## src/include/rename_defines.svh

```systemverilog
`ifndef RENAME_DEFINES_SVH
`define RENAME_DEFINES_SVH

// Structure sizes
`define ROB_DEPTH    16
`define DISP_WIDTH   2
`define COMMIT_WIDTH 2
`define WB_WIDTH     2
`define ARCH_REGS    16
`define PHYS_REGS    48

// Index widths
`define ROB_IDX_W    4
`define ARCH_W       4
`define PRF_W        6

`endif

```

## src/verilog/rename_pkg.sv

```systemverilog
`include "rename_defines.svh"

package rename_pkg;

    typedef struct packed {
        logic               valid;
        logic               rd_wen;
        logic [`ARCH_W-1:0] rd_arch;
    } disp_req_t;

    typedef struct packed {
        logic                  alloc;
        logic [`ROB_IDX_W-1:0] rob_idx;
        logic [`PRF_W-1:0]     new_prf;
    } disp_resp_t;

    typedef struct packed {
        logic                  valid;
        logic [`ROB_IDX_W-1:0] rob_idx;
        logic                  exception;
        logic                  mispred;
    } wb_t;

    typedef struct packed {
        logic               valid;
        logic               rd_wen;
        logic [`ARCH_W-1:0] rd_arch;
        logic [`PRF_W-1:0]  new_prf;
        logic [`PRF_W-1:0]  old_prf;
    } commit_t;

    // One ROB slot
    typedef struct packed {
        logic               valid;
        logic               done;
        logic               rd_wen;
        logic [`ARCH_W-1:0] rd_arch;
        logic [`PRF_W-1:0]  new_prf;
        logic [`PRF_W-1:0]  old_prf;
        logic               exception;
        logic               mispred;
    } rob_entry_t;

    typedef enum logic {
        RETIRE_RUN,
        RETIRE_FLUSH
    } retire_state_e;

endpackage

```

## src/verilog/free_list.sv

```systemverilog
`timescale 1ns/10ps
`include "rename_defines.svh"

module free_list (
    input  logic                                      clk,
    input  logic                                      reset,
    input  logic [`DISP_WIDTH-1:0]                    alloc_i,
    input  rename_pkg::disp_req_t [`DISP_WIDTH-1:0]   req_i,
    input  rename_pkg::commit_t [`COMMIT_WIDTH-1:0]   commit_i,
    input  logic                                      flush_i,
    output logic [`DISP_WIDTH-1:0]                    grant_o,
    output logic [`DISP_WIDTH-1:0][`PRF_W-1:0]        new_prf_o
);

    localparam int CNT_W = $clog2(`PHYS_REGS + 1);

    // One bit per physical register
    logic [`PHYS_REGS-1:0]               free_q;
    logic [`PHYS_REGS-1:0]               free_d;
    logic [`PHYS_REGS-1:0]               committed_q;
    logic [`PHYS_REGS-1:0]               committed_d;
    logic [`PHYS_REGS-1:0]               search_vec;
    logic [`DISP_WIDTH-1:0][`PRF_W-1:0]  pick;
    logic [CNT_W-1:0]                    free_cnt;
    logic [CNT_W-1:0]                    need_cnt;

    // Lowest free registers, one candidate per slot
    always_comb begin
        search_vec = free_q;
        for (int s = 0; s < `DISP_WIDTH; s++) begin
            pick[s] = '0;
            for (int p = `PHYS_REGS - 1; p >= 0; p--) begin
                if (search_vec[p]) begin
                    pick[s] = p[`PRF_W-1:0];
                end
            end
            search_vec[pick[s]] = 1'b0;
        end
    end

    // Slots without a destination take no register
    always_comb begin
        free_cnt = CNT_W'($countones(free_q));
        need_cnt = '0;
        for (int s = 0; s < `DISP_WIDTH; s++) begin
            grant_o[s]   = 1'b1;
            new_prf_o[s] = '0;
            if (req_i[s].valid && req_i[s].rd_wen) begin
                grant_o[s]   = (free_cnt > need_cnt);
                new_prf_o[s] = pick[need_cnt];
                need_cnt     = need_cnt + 1'b1;
            end
        end
    end

    always_comb begin
        free_d      = free_q;
        committed_d = committed_q;
        for (int s = 0; s < `DISP_WIDTH; s++) begin
            if (alloc_i[s] && req_i[s].rd_wen) begin
                free_d[new_prf_o[s]] = 1'b0;
            end
        end
        // Retired writer hands the arch value to its new register
        for (int c = 0; c < `COMMIT_WIDTH; c++) begin
            if (commit_i[c].valid && commit_i[c].rd_wen) begin
                committed_d[commit_i[c].old_prf] = 1'b0;
                committed_d[commit_i[c].new_prf] = 1'b1;
                free_d[commit_i[c].old_prf]      = 1'b1;
            end
        end
        // Everything not holding committed state is free again
        if (flush_i) begin
            free_d = ~committed_d;
        end
    end

    always_ff @(posedge clk or posedge reset) begin
        if (reset) begin
            for (int p = 0; p < `PHYS_REGS; p++) begin
                free_q[p]      <= (p >= `ARCH_REGS);
                committed_q[p] <= (p < `ARCH_REGS);
            end
        end else begin
            free_q      <= free_d;
            committed_q <= committed_d;
        end
    end

endmodule

```

## src/verilog/rename_map.sv

```systemverilog
`timescale 1ns/10ps
`include "rename_defines.svh"

module rename_map (
    input  logic                                      clk,
    input  logic                                      reset,
    input  rename_pkg::disp_req_t [`DISP_WIDTH-1:0]   req_i,
    input  logic [`DISP_WIDTH-1:0]                    alloc_i,
    input  logic [`DISP_WIDTH-1:0][`PRF_W-1:0]        new_prf_i,
    input  rename_pkg::commit_t [`COMMIT_WIDTH-1:0]   commit_i,
    input  logic                                      flush_i,
    output logic [`DISP_WIDTH-1:0][`PRF_W-1:0]        old_prf_o
);

    logic [`PRF_W-1:0] spec_q [`ARCH_REGS];
    logic [`PRF_W-1:0] arch_q [`ARCH_REGS];
    logic [`PRF_W-1:0] arch_d [`ARCH_REGS];

    // Previous mapping, nearest older slot in the group wins
    always_comb begin
        for (int s = 0; s < `DISP_WIDTH; s++) begin
            old_prf_o[s] = '0;
            if (req_i[s].rd_wen) begin
                old_prf_o[s] = spec_q[req_i[s].rd_arch];
                for (int e = 0; e < s; e++) begin
                    if (req_i[e].valid && req_i[e].rd_wen &&
                        (req_i[e].rd_arch == req_i[s].rd_arch)) begin
                        old_prf_o[s] = new_prf_i[e];
                    end
                end
            end
        end
    end

    // Committed map with this cycle's retires folded in
    always_comb begin
        arch_d = arch_q;
        for (int c = 0; c < `COMMIT_WIDTH; c++) begin
            if (commit_i[c].valid && commit_i[c].rd_wen) begin
                arch_d[commit_i[c].rd_arch] = commit_i[c].new_prf;
            end
        end
    end

    always_ff @(posedge clk or posedge reset) begin
        if (reset) begin
            for (int a = 0; a < `ARCH_REGS; a++) begin
                spec_q[a] <= a[`PRF_W-1:0];
                arch_q[a] <= a[`PRF_W-1:0];
            end
        end else begin
            arch_q <= arch_d;
            if (flush_i) begin
                spec_q <= arch_d;
            end else begin
                // Later slot overwrites an earlier one to the same reg
                for (int s = 0; s < `DISP_WIDTH; s++) begin
                    if (alloc_i[s] && req_i[s].rd_wen) begin
                        spec_q[req_i[s].rd_arch] <= new_prf_i[s];
                    end
                end
            end
        end
    end

endmodule

```

## src/verilog/rob.sv

```systemverilog
`timescale 1ns/10ps
`include "rename_defines.svh"

module rob (
    input  logic                                      clk,
    input  logic                                      reset,
    input  rename_pkg::disp_req_t [`DISP_WIDTH-1:0]   req_i,
    input  logic [`DISP_WIDTH-1:0]                    grant_i,
    input  logic [`DISP_WIDTH-1:0][`PRF_W-1:0]        new_prf_i,
    input  logic [`DISP_WIDTH-1:0][`PRF_W-1:0]        old_prf_i,
    input  rename_pkg::wb_t [`WB_WIDTH-1:0]           wb_i,
    output logic [`DISP_WIDTH-1:0]                    alloc_o,
    output logic [`DISP_WIDTH-1:0][`ROB_IDX_W-1:0]    rob_idx_o,
    output logic                                      disp_ready_o,
    output rename_pkg::commit_t [`COMMIT_WIDTH-1:0]   commit_o,
    output logic                                      flush_o,
    output logic [`ROB_IDX_W-1:0]                     flush_rob_idx_o
);

    localparam int CNT_W = `ROB_IDX_W + 1;

    rename_pkg::rob_entry_t rob_q [`ROB_DEPTH];

    logic [`ROB_IDX_W-1:0]   head_q;
    logic [`ROB_IDX_W-1:0]   tail_q;
    logic [CNT_W-1:0]        count_q;
    rename_pkg::retire_state_e state_q;

    logic [CNT_W-1:0]                        n_alloc;
    logic [CNT_W-1:0]                        n_retire;
    logic                                    blocked;
    logic [`COMMIT_WIDTH-1:0]                retire_en;
    logic [`COMMIT_WIDTH-1:0][`ROB_IDX_W-1:0] retire_idx;
    logic                                    fault_hit;
    logic [`ROB_IDX_W-1:0]                   fault_idx;

    assign disp_ready_o = (count_q <= CNT_W'(`ROB_DEPTH - `DISP_WIDTH)) &&
                          (state_q == rename_pkg::RETIRE_RUN);

    // In-order allocation, a refused slot blocks all younger ones
    always_comb begin
        n_alloc = '0;
        blocked = (state_q == rename_pkg::RETIRE_FLUSH);
        for (int s = 0; s < `DISP_WIDTH; s++) begin
            alloc_o[s]   = 1'b0;
            rob_idx_o[s] = tail_q + n_alloc[`ROB_IDX_W-1:0];
            if (req_i[s].valid) begin
                if (!blocked && grant_i[s] &&
                    ((count_q + n_alloc) < CNT_W'(`ROB_DEPTH))) begin
                    alloc_o[s] = 1'b1;
                    n_alloc    = n_alloc + 1'b1;
                end else begin
                    blocked = 1'b1;
                end
            end
        end
    end

    // Retire chain from the head, stops after a faulting entry
    always_comb begin
        n_retire  = '0;
        fault_hit = 1'b0;
        fault_idx = head_q;
        for (int c = 0; c < `COMMIT_WIDTH; c++) begin
            retire_idx[c] = head_q + c[`ROB_IDX_W-1:0];
            retire_en[c]  = 1'b0;
            if ((state_q == rename_pkg::RETIRE_RUN) && !fault_hit &&
                (n_retire == CNT_W'(c)) &&
                rob_q[retire_idx[c]].valid && rob_q[retire_idx[c]].done) begin
                retire_en[c] = 1'b1;
                n_retire     = n_retire + 1'b1;
                if (rob_q[retire_idx[c]].exception || rob_q[retire_idx[c]].mispred) begin
                    fault_hit = 1'b1;
                    fault_idx = retire_idx[c];
                end
            end
        end
    end

    always_ff @(posedge clk or posedge reset) begin
        if (reset) begin
            head_q          <= '0;
            tail_q          <= '0;
            count_q         <= '0;
            state_q         <= rename_pkg::RETIRE_RUN;
            commit_o        <= '0;
            flush_o         <= 1'b0;
            flush_rob_idx_o <= '0;
            for (int e = 0; e < `ROB_DEPTH; e++) begin
                rob_q[e].valid <= 1'b0;
                rob_q[e].done  <= 1'b0;
            end
        end else begin
            // Completions arrive in any order
            for (int w = 0; w < `WB_WIDTH; w++) begin
                if (wb_i[w].valid) begin
                    rob_q[wb_i[w].rob_idx].done      <= 1'b1;
                    rob_q[wb_i[w].rob_idx].exception <= wb_i[w].exception;
                    rob_q[wb_i[w].rob_idx].mispred   <= wb_i[w].mispred;
                end
            end

            for (int s = 0; s < `DISP_WIDTH; s++) begin
                if (alloc_o[s]) begin
                    rob_q[rob_idx_o[s]].valid     <= 1'b1;
                    rob_q[rob_idx_o[s]].done      <= 1'b0;
                    rob_q[rob_idx_o[s]].rd_wen    <= req_i[s].rd_wen;
                    rob_q[rob_idx_o[s]].rd_arch   <= req_i[s].rd_arch;
                    rob_q[rob_idx_o[s]].new_prf   <= new_prf_i[s];
                    rob_q[rob_idx_o[s]].old_prf   <= old_prf_i[s];
                    rob_q[rob_idx_o[s]].exception <= 1'b0;
                    rob_q[rob_idx_o[s]].mispred   <= 1'b0;
                end
            end

            for (int c = 0; c < `COMMIT_WIDTH; c++) begin
                commit_o[c].valid   <= retire_en[c];
                commit_o[c].rd_wen  <= rob_q[retire_idx[c]].rd_wen;
                commit_o[c].rd_arch <= rob_q[retire_idx[c]].rd_arch;
                commit_o[c].new_prf <= rob_q[retire_idx[c]].new_prf;
                commit_o[c].old_prf <= rob_q[retire_idx[c]].old_prf;
                if (retire_en[c]) begin
                    rob_q[retire_idx[c]].valid <= 1'b0;
                end
            end

            flush_o <= fault_hit;
            if (fault_hit) begin
                flush_rob_idx_o <= fault_idx;
            end

            // Flush cycle drops every younger entry
            if (state_q == rename_pkg::RETIRE_FLUSH) begin
                head_q  <= '0;
                tail_q  <= '0;
                count_q <= '0;
                state_q <= rename_pkg::RETIRE_RUN;
                for (int e = 0; e < `ROB_DEPTH; e++) begin
                    rob_q[e].valid <= 1'b0;
                end
            end else begin
                head_q  <= head_q + n_retire[`ROB_IDX_W-1:0];
                tail_q  <= tail_q + n_alloc[`ROB_IDX_W-1:0];
                count_q <= count_q + n_alloc - n_retire;
                if (fault_hit) begin
                    state_q <= rename_pkg::RETIRE_FLUSH;
                end
            end
        end
    end

endmodule

```

## src/verilog/rename_commit_top.sv

```systemverilog
`timescale 1ns/10ps
`include "rename_defines.svh"

module rename_commit_top (
    input  logic                                      clk,
    input  logic                                      reset,
    input  rename_pkg::disp_req_t [`DISP_WIDTH-1:0]   disp_req_i,
    input  rename_pkg::wb_t [`WB_WIDTH-1:0]           wb_i,
    output rename_pkg::disp_resp_t [`DISP_WIDTH-1:0]  disp_resp_o,
    output logic                                      disp_ready_o,
    output rename_pkg::commit_t [`COMMIT_WIDTH-1:0]   commit_o,
    output logic                                      flush_o,
    output logic [`ROB_IDX_W-1:0]                     flush_rob_idx_o
);

    logic [`DISP_WIDTH-1:0]                  grant;
    logic [`DISP_WIDTH-1:0]                  alloc;
    logic [`DISP_WIDTH-1:0][`PRF_W-1:0]      new_prf;
    logic [`DISP_WIDTH-1:0][`PRF_W-1:0]      old_prf;
    logic [`DISP_WIDTH-1:0][`ROB_IDX_W-1:0]  rob_idx;

    free_list free_list_inst (
        .clk       (clk),
        .reset     (reset),
        .alloc_i   (alloc),
        .req_i     (disp_req_i),
        .commit_i  (commit_o),
        .flush_i   (flush_o),
        .grant_o   (grant),
        .new_prf_o (new_prf)
    );

    rename_map rename_map_inst (
        .clk       (clk),
        .reset     (reset),
        .req_i     (disp_req_i),
        .alloc_i   (alloc),
        .new_prf_i (new_prf),
        .commit_i  (commit_o),
        .flush_i   (flush_o),
        .old_prf_o (old_prf)
    );

    rob rob_inst (
        .clk             (clk),
        .reset           (reset),
        .req_i           (disp_req_i),
        .grant_i         (grant),
        .new_prf_i       (new_prf),
        .old_prf_i       (old_prf),
        .wb_i            (wb_i),
        .alloc_o         (alloc),
        .rob_idx_o       (rob_idx),
        .disp_ready_o    (disp_ready_o),
        .commit_o        (commit_o),
        .flush_o         (flush_o),
        .flush_rob_idx_o (flush_rob_idx_o)
    );

    // Per-slot rename result
    always_comb begin
        for (int s = 0; s < `DISP_WIDTH; s++) begin
            disp_resp_o[s].alloc   = alloc[s];
            disp_resp_o[s].rob_idx = rob_idx[s];
            disp_resp_o[s].new_prf = new_prf[s];
        end
    end

endmodule

```

## config.mk

```make
export PLATFORM = sky130hd
export DESIGN_NAME = rename_commit_top
export DESIGN_NICKNAME = d
export VERILOG_FILES = /design/src/verilog/rename_pkg.sv /design/src/verilog/free_list.sv /design/src/verilog/rename_map.sv /design/src/verilog/rob.sv /design/src/verilog/rename_commit_top.sv
export VERILOG_INCLUDE_DIRS = /design/src /design/src/include
export SDC_FILE = /design/constraint.sdc
export NUM_CORES = 2
export LEC_CHECK = 0
export BUFFER_PORTS_ARGS = -buffer_cell sky130_fd_sc_hd__buf_2
export CAP_MARGIN = 5
export CORE_UTILIZATION = 45
export DETAILED_ROUTE_END_ITERATION = 8
export HOLD_SLACK_MARGIN = 0.03
export PLACE_DENSITY = 0.67
export SLEW_MARGIN = 10
export SYNTH_ARGS = -nofsm -noshare
export SYNTH_HDL_FRONTEND = slang
export SYNTH_HIERARCHICAL = 1
export SYNTH_SLANG_ARGS = --single-unit
```

## constraint.sdc

```tcl
create_clock -name clk -period 10.6 [get_ports clk]
set_input_delay 0.53 -clock clk [delete_from_list [all_inputs] [get_ports clk]]
set_output_delay 0.53 -clock clk [all_outputs]
set_load 0.005 [all_outputs]
```

==> key figures <==
Final layout
  • Most common cell after layout, fill and taps aside: o21ai_0
  • # fillers: 9357
  • Final layout net count: 4677
  • Synth-to-Final Area Change: 8.18%
  • Top library cells by usage in the layout, fill and taps aside: o21ai_0 (391), nor2_1 (355), mux2i_1 (313), edfxtp_1 (304), nand2_1 (294)
  • Final core utilization: 49.2%
  • Total inserted antenna cells: 0
  • Fraction of final layout cells sized beyond drive strength 1: 17.1%

Critical path
  • Buffers and inverters on the worst path: 8
  • Worst reg-to-reg path cell count: 30
  • FF-to-FF setup slack: 1.47 ns
  • Startpoint of the most critical register-to-register path: free_list_inst/free_q[35]$_DFF_PP1_
  • Library cell appearing most often on the critical path: fa_1
  • Top cell family by delay on the critical path: adder cells
  • Kind of start point of the critical path: register
  • Capture point of the critical path: free_list_inst/free_q[8]$_DFF_PP0_
  • Cell with the biggest individual delay on the critical path: dfstp_2
  • Element type at the critical path end: register
  • Number of cells on the critical path: 30
  • Startpoint-to-endpoint class of the critical path: reg -> reg
  • Delay of the slowest cell on the worst path: 0.60 ns
  • Startpoint of the worst setup timing path: free_list_inst/free_q[35]$_DFF_PP1_
  • Worst flop-to-flop path endpoint: free_list_inst/free_q[8]$_DFF_PP0_
  • Worst-path maximum fanout: 19
  • Required time reported for the critical path endpoint: 11.14 ns
  • Crit path DAT: 9.68 ns

Die
  • Row cnt: 118
  • Die width: 326 um
  • Starting utilization of the core area: 45.5%
  • Area of the die: 106000 um^2
  • Die H: 326 um
  • Boundary pin count: 92
  • Area of the core: 104000 um^2

STA
  • Post-layout min period: 9.13 ns
  • Transition at the pin with the smallest max-transition slack: 1.31 ns
  • Max-slew violation total from the final report: 0
  • Post-Route Skew: 0.0259 ns
  • Worst max-slew margin expressed relative to the limit: 11.9%
  • RSZ-0062 raised after global routing: no
  • Final Hold Vio Count: 0
  • FMAX: 0.109 GHz
  • Sum of negative setup slack: 0 ns
  • Number of failing setup endpoints in the final timing report: 0
  • Final worst path period share: 86.2%

Yosys
  • Biggest area consumer among synthesized cells: edfxtp_1
  • Number of instances in the synthesized netlist: 4786
  • Count of distinct cell types in the synthesized netlist: 106
  • Total nets after synthesis: 4887
  • Cells taking the most area after synthesis: edfxtp_1 (19%), dfrtp_1 (14%), mux4_2 (11%)
  • Share of Yosys cell area claimed by the top area cell type: 19.3%
  • Post-Syn Area: 47200 um^2
  • Warning count from the yosys run: 6
  • Sequential share of the synthesized area: 39.5%
  • Mapped Avg Cell Area: 9.87 um^2
  • Register bit total from synthesis: 679
  • Main synth FF type: edfxtp_1
  • Number of enable-type register cells in the synthesized netlist: 304
  • Proportion of synthesized flip-flops having asynchronous set or reset: 55.2%

CTS
  • Clk Tree Root Cell: clkbuf_16
  • Maximum number of buffers from clock root to sink: 3
  • Clock latency on the worst-skew pair: 0.66 ns
  • CTS sink cnt: 679
  • Post-CTS setup buffers: 0
  • TritonCTS buffer count: 79
  • CTS tree: done
  • Clock transition at the register clock pins on the worst setup and hold paths after CTS: 0.07 ns
  • Number of hold-repair buffers added at the cts stage: 1
  • Post-cts repair resize count: 0
  • Number of H-tree levels: 3

Routing
  • Routed len/inst: 29.8 um
  • Routed vias: 42.7k
  • Routed wire length: 179 mm
  • Iter 0 DRT Violations: 6885
  • Number of iterations in the first detailed-routing pass: 9
  • Avg Vias per Cell: 7.09
  • Post-route antenna net violation count: 0
  • DRC: 0

Placed design
  • Final estimated routing congestion in global placement: 0.975
  • Port-buffer cells: 91
  • HPWL Detailed: 113 mm

Global route
  • Wire length of the first global-routing pass: 265 mm
  • Global-route total usage across every layer: 32.8%
  • Initial antenna violation count: 7
  • Number of global-route vias before repair: 40.3k
  • Total overflow reported by the global router: 0
  • Largest net degree at the start of global routing: 175

Power and ir drop
  • Overall power consumption: 17.7 mW
  • Reported leakage power: 19.6 nW
  • Power per unit of standard cell area: 346 nW/um^2
  • Worst supply voltage drop on vdd: 1.19 mV

Run status
  • Status: finished, final reports clean

Min path
  • Type of the tightest min-delay check: in -> reg

Flow run
  • Max-capacitance violation count: 0
## power breakdown
part,switching [mW],total [mW],internal (mW)
Sequential,1.08,4.88,3.80
Combinational,5.81,10.0,4.24
Clock,1.20,2.73,1.53
## synthesized netlist by cell type (all sizes together), types with 10 or more instances
library cell	count
a2111oi	11
a211oi	57
a21o	123
a21oi	227
a221o	14
a221oi	17
a22o	22
a22oi	55
a311oi	97
a31oi	126
and2	30
and3	31
buf	126
clkbuf	381
dfrtp	263
dfstp	112
edfxtp	304
fa	43
ha	30
inv	104
mux2i	313
mux4	240
nand2	296
nand2b	31
nand3	258
nand4	22
nor2	362
nor2b	25
nor3	257
nor3b	22
nor4	37
o211ai	51
o21ai	401
o221ai	11
o22ai	21
o31ai	13
or2	64
or3	22
or4	14
xnor2	10
## per-stage QoR
stage / cell area, um^2 / worst slack [ns] / cells / hold slack, ns
final: 51100 / 1.47 / 6021 / 0.331
after CTS: 51100 / 1.54 / 6020 / 0.298
after detailed placement: 48600 / 1.62 / 5873 / 0.471
after global placement: 48600 / 1.78 / 5873 / 0.473
after global routing: 51100 / 1.08 / 6021 / 0.335
after floorplan: 47200 / 2.69 / 4786 / 0.458
## registers in the layout, summed over array words and instances (netlist names), 5 cells and up
register and cells:
rename_map_inst/arch_q 96, rob_inst/commit_o 36, free_list_inst/free_q 48, free_list_inst/committed_q 48, rob_inst/count_q 5, rename_map_inst/spec_q 96
rob_inst/rob_q 336
## cell type report
class	instances	area [um^2]	area share, %
multi-input cells	3495	26400	51.6
flip-flops and latches	679	18700	36.6
clock buffers	125	2280	4.46
well taps	1380	1730	3.38
repair buffers	216	1430	2.80
inverters	105	408	0.798
clock inverters	21	205	0.402
## worst register-to-register path, delay by kind of cell (launching register included)
family / cells / cell delay, ns
compound gates: 5 / 1.23
flops: 1 / 0.60
buf+inv: 8 / 1.07
fa+ha+maj: 9 / 4.14
simple gates: 8 / 1.95
## cell families after synthesis
family / synth area share [%]
AND/OR/NAND/NOR: 16.0
adder cells (fa/ha/maj): 2.68
XOR/XNOR: 0.363
flip-flops: 39.5
buffers and inverters: 5.18
multiplexers: 18.1
AO/OA/AOI/OAI: 18.2
## routing by layer
layer	global-route usage, %	wire [um]	vias up
li1	-	-	17800
met4	15.1	9000	9
met2	50.0	79800	3251
met5	0.355	123	-
met1	44.3	68300	21000
met3	7.63	22200	602
## worst min-delay path by stage
stage / start / cells after the start / slack, ns / end
after floorplan: free_list_inst/committed_q[37]$_DFF_PP0_ / 2 / 0.46 / free_list_inst/committed_q[37]$_DFF_PP0_
after global placement: rob_inst/flush_rob_idx_o[2]$_DFFE_PP0P_ / 1 / 0.47 / rob_inst/flush_rob_idx_o[2]$_DFFE_PP0P_
final: wb_i[2] / 3 / 0.33 / rob_inst/rob_q[313]$_DFF_PP0_
after CTS: wb_i[2] / 3 / 0.30 / rob_inst/rob_q[313]$_DFF_PP0_
after global routing: wb_i[2] / 3 / 0.33 / rob_inst/rob_q[313]$_DFF_PP0_
after detailed placement: rob_inst/flush_rob_idx_o[2]$_DFFE_PP0P_ / 1 / 0.47 / rob_inst/flush_rob_idx_o[2]$_DFFE_PP0P_
Power figures use the tool's default switching activity.
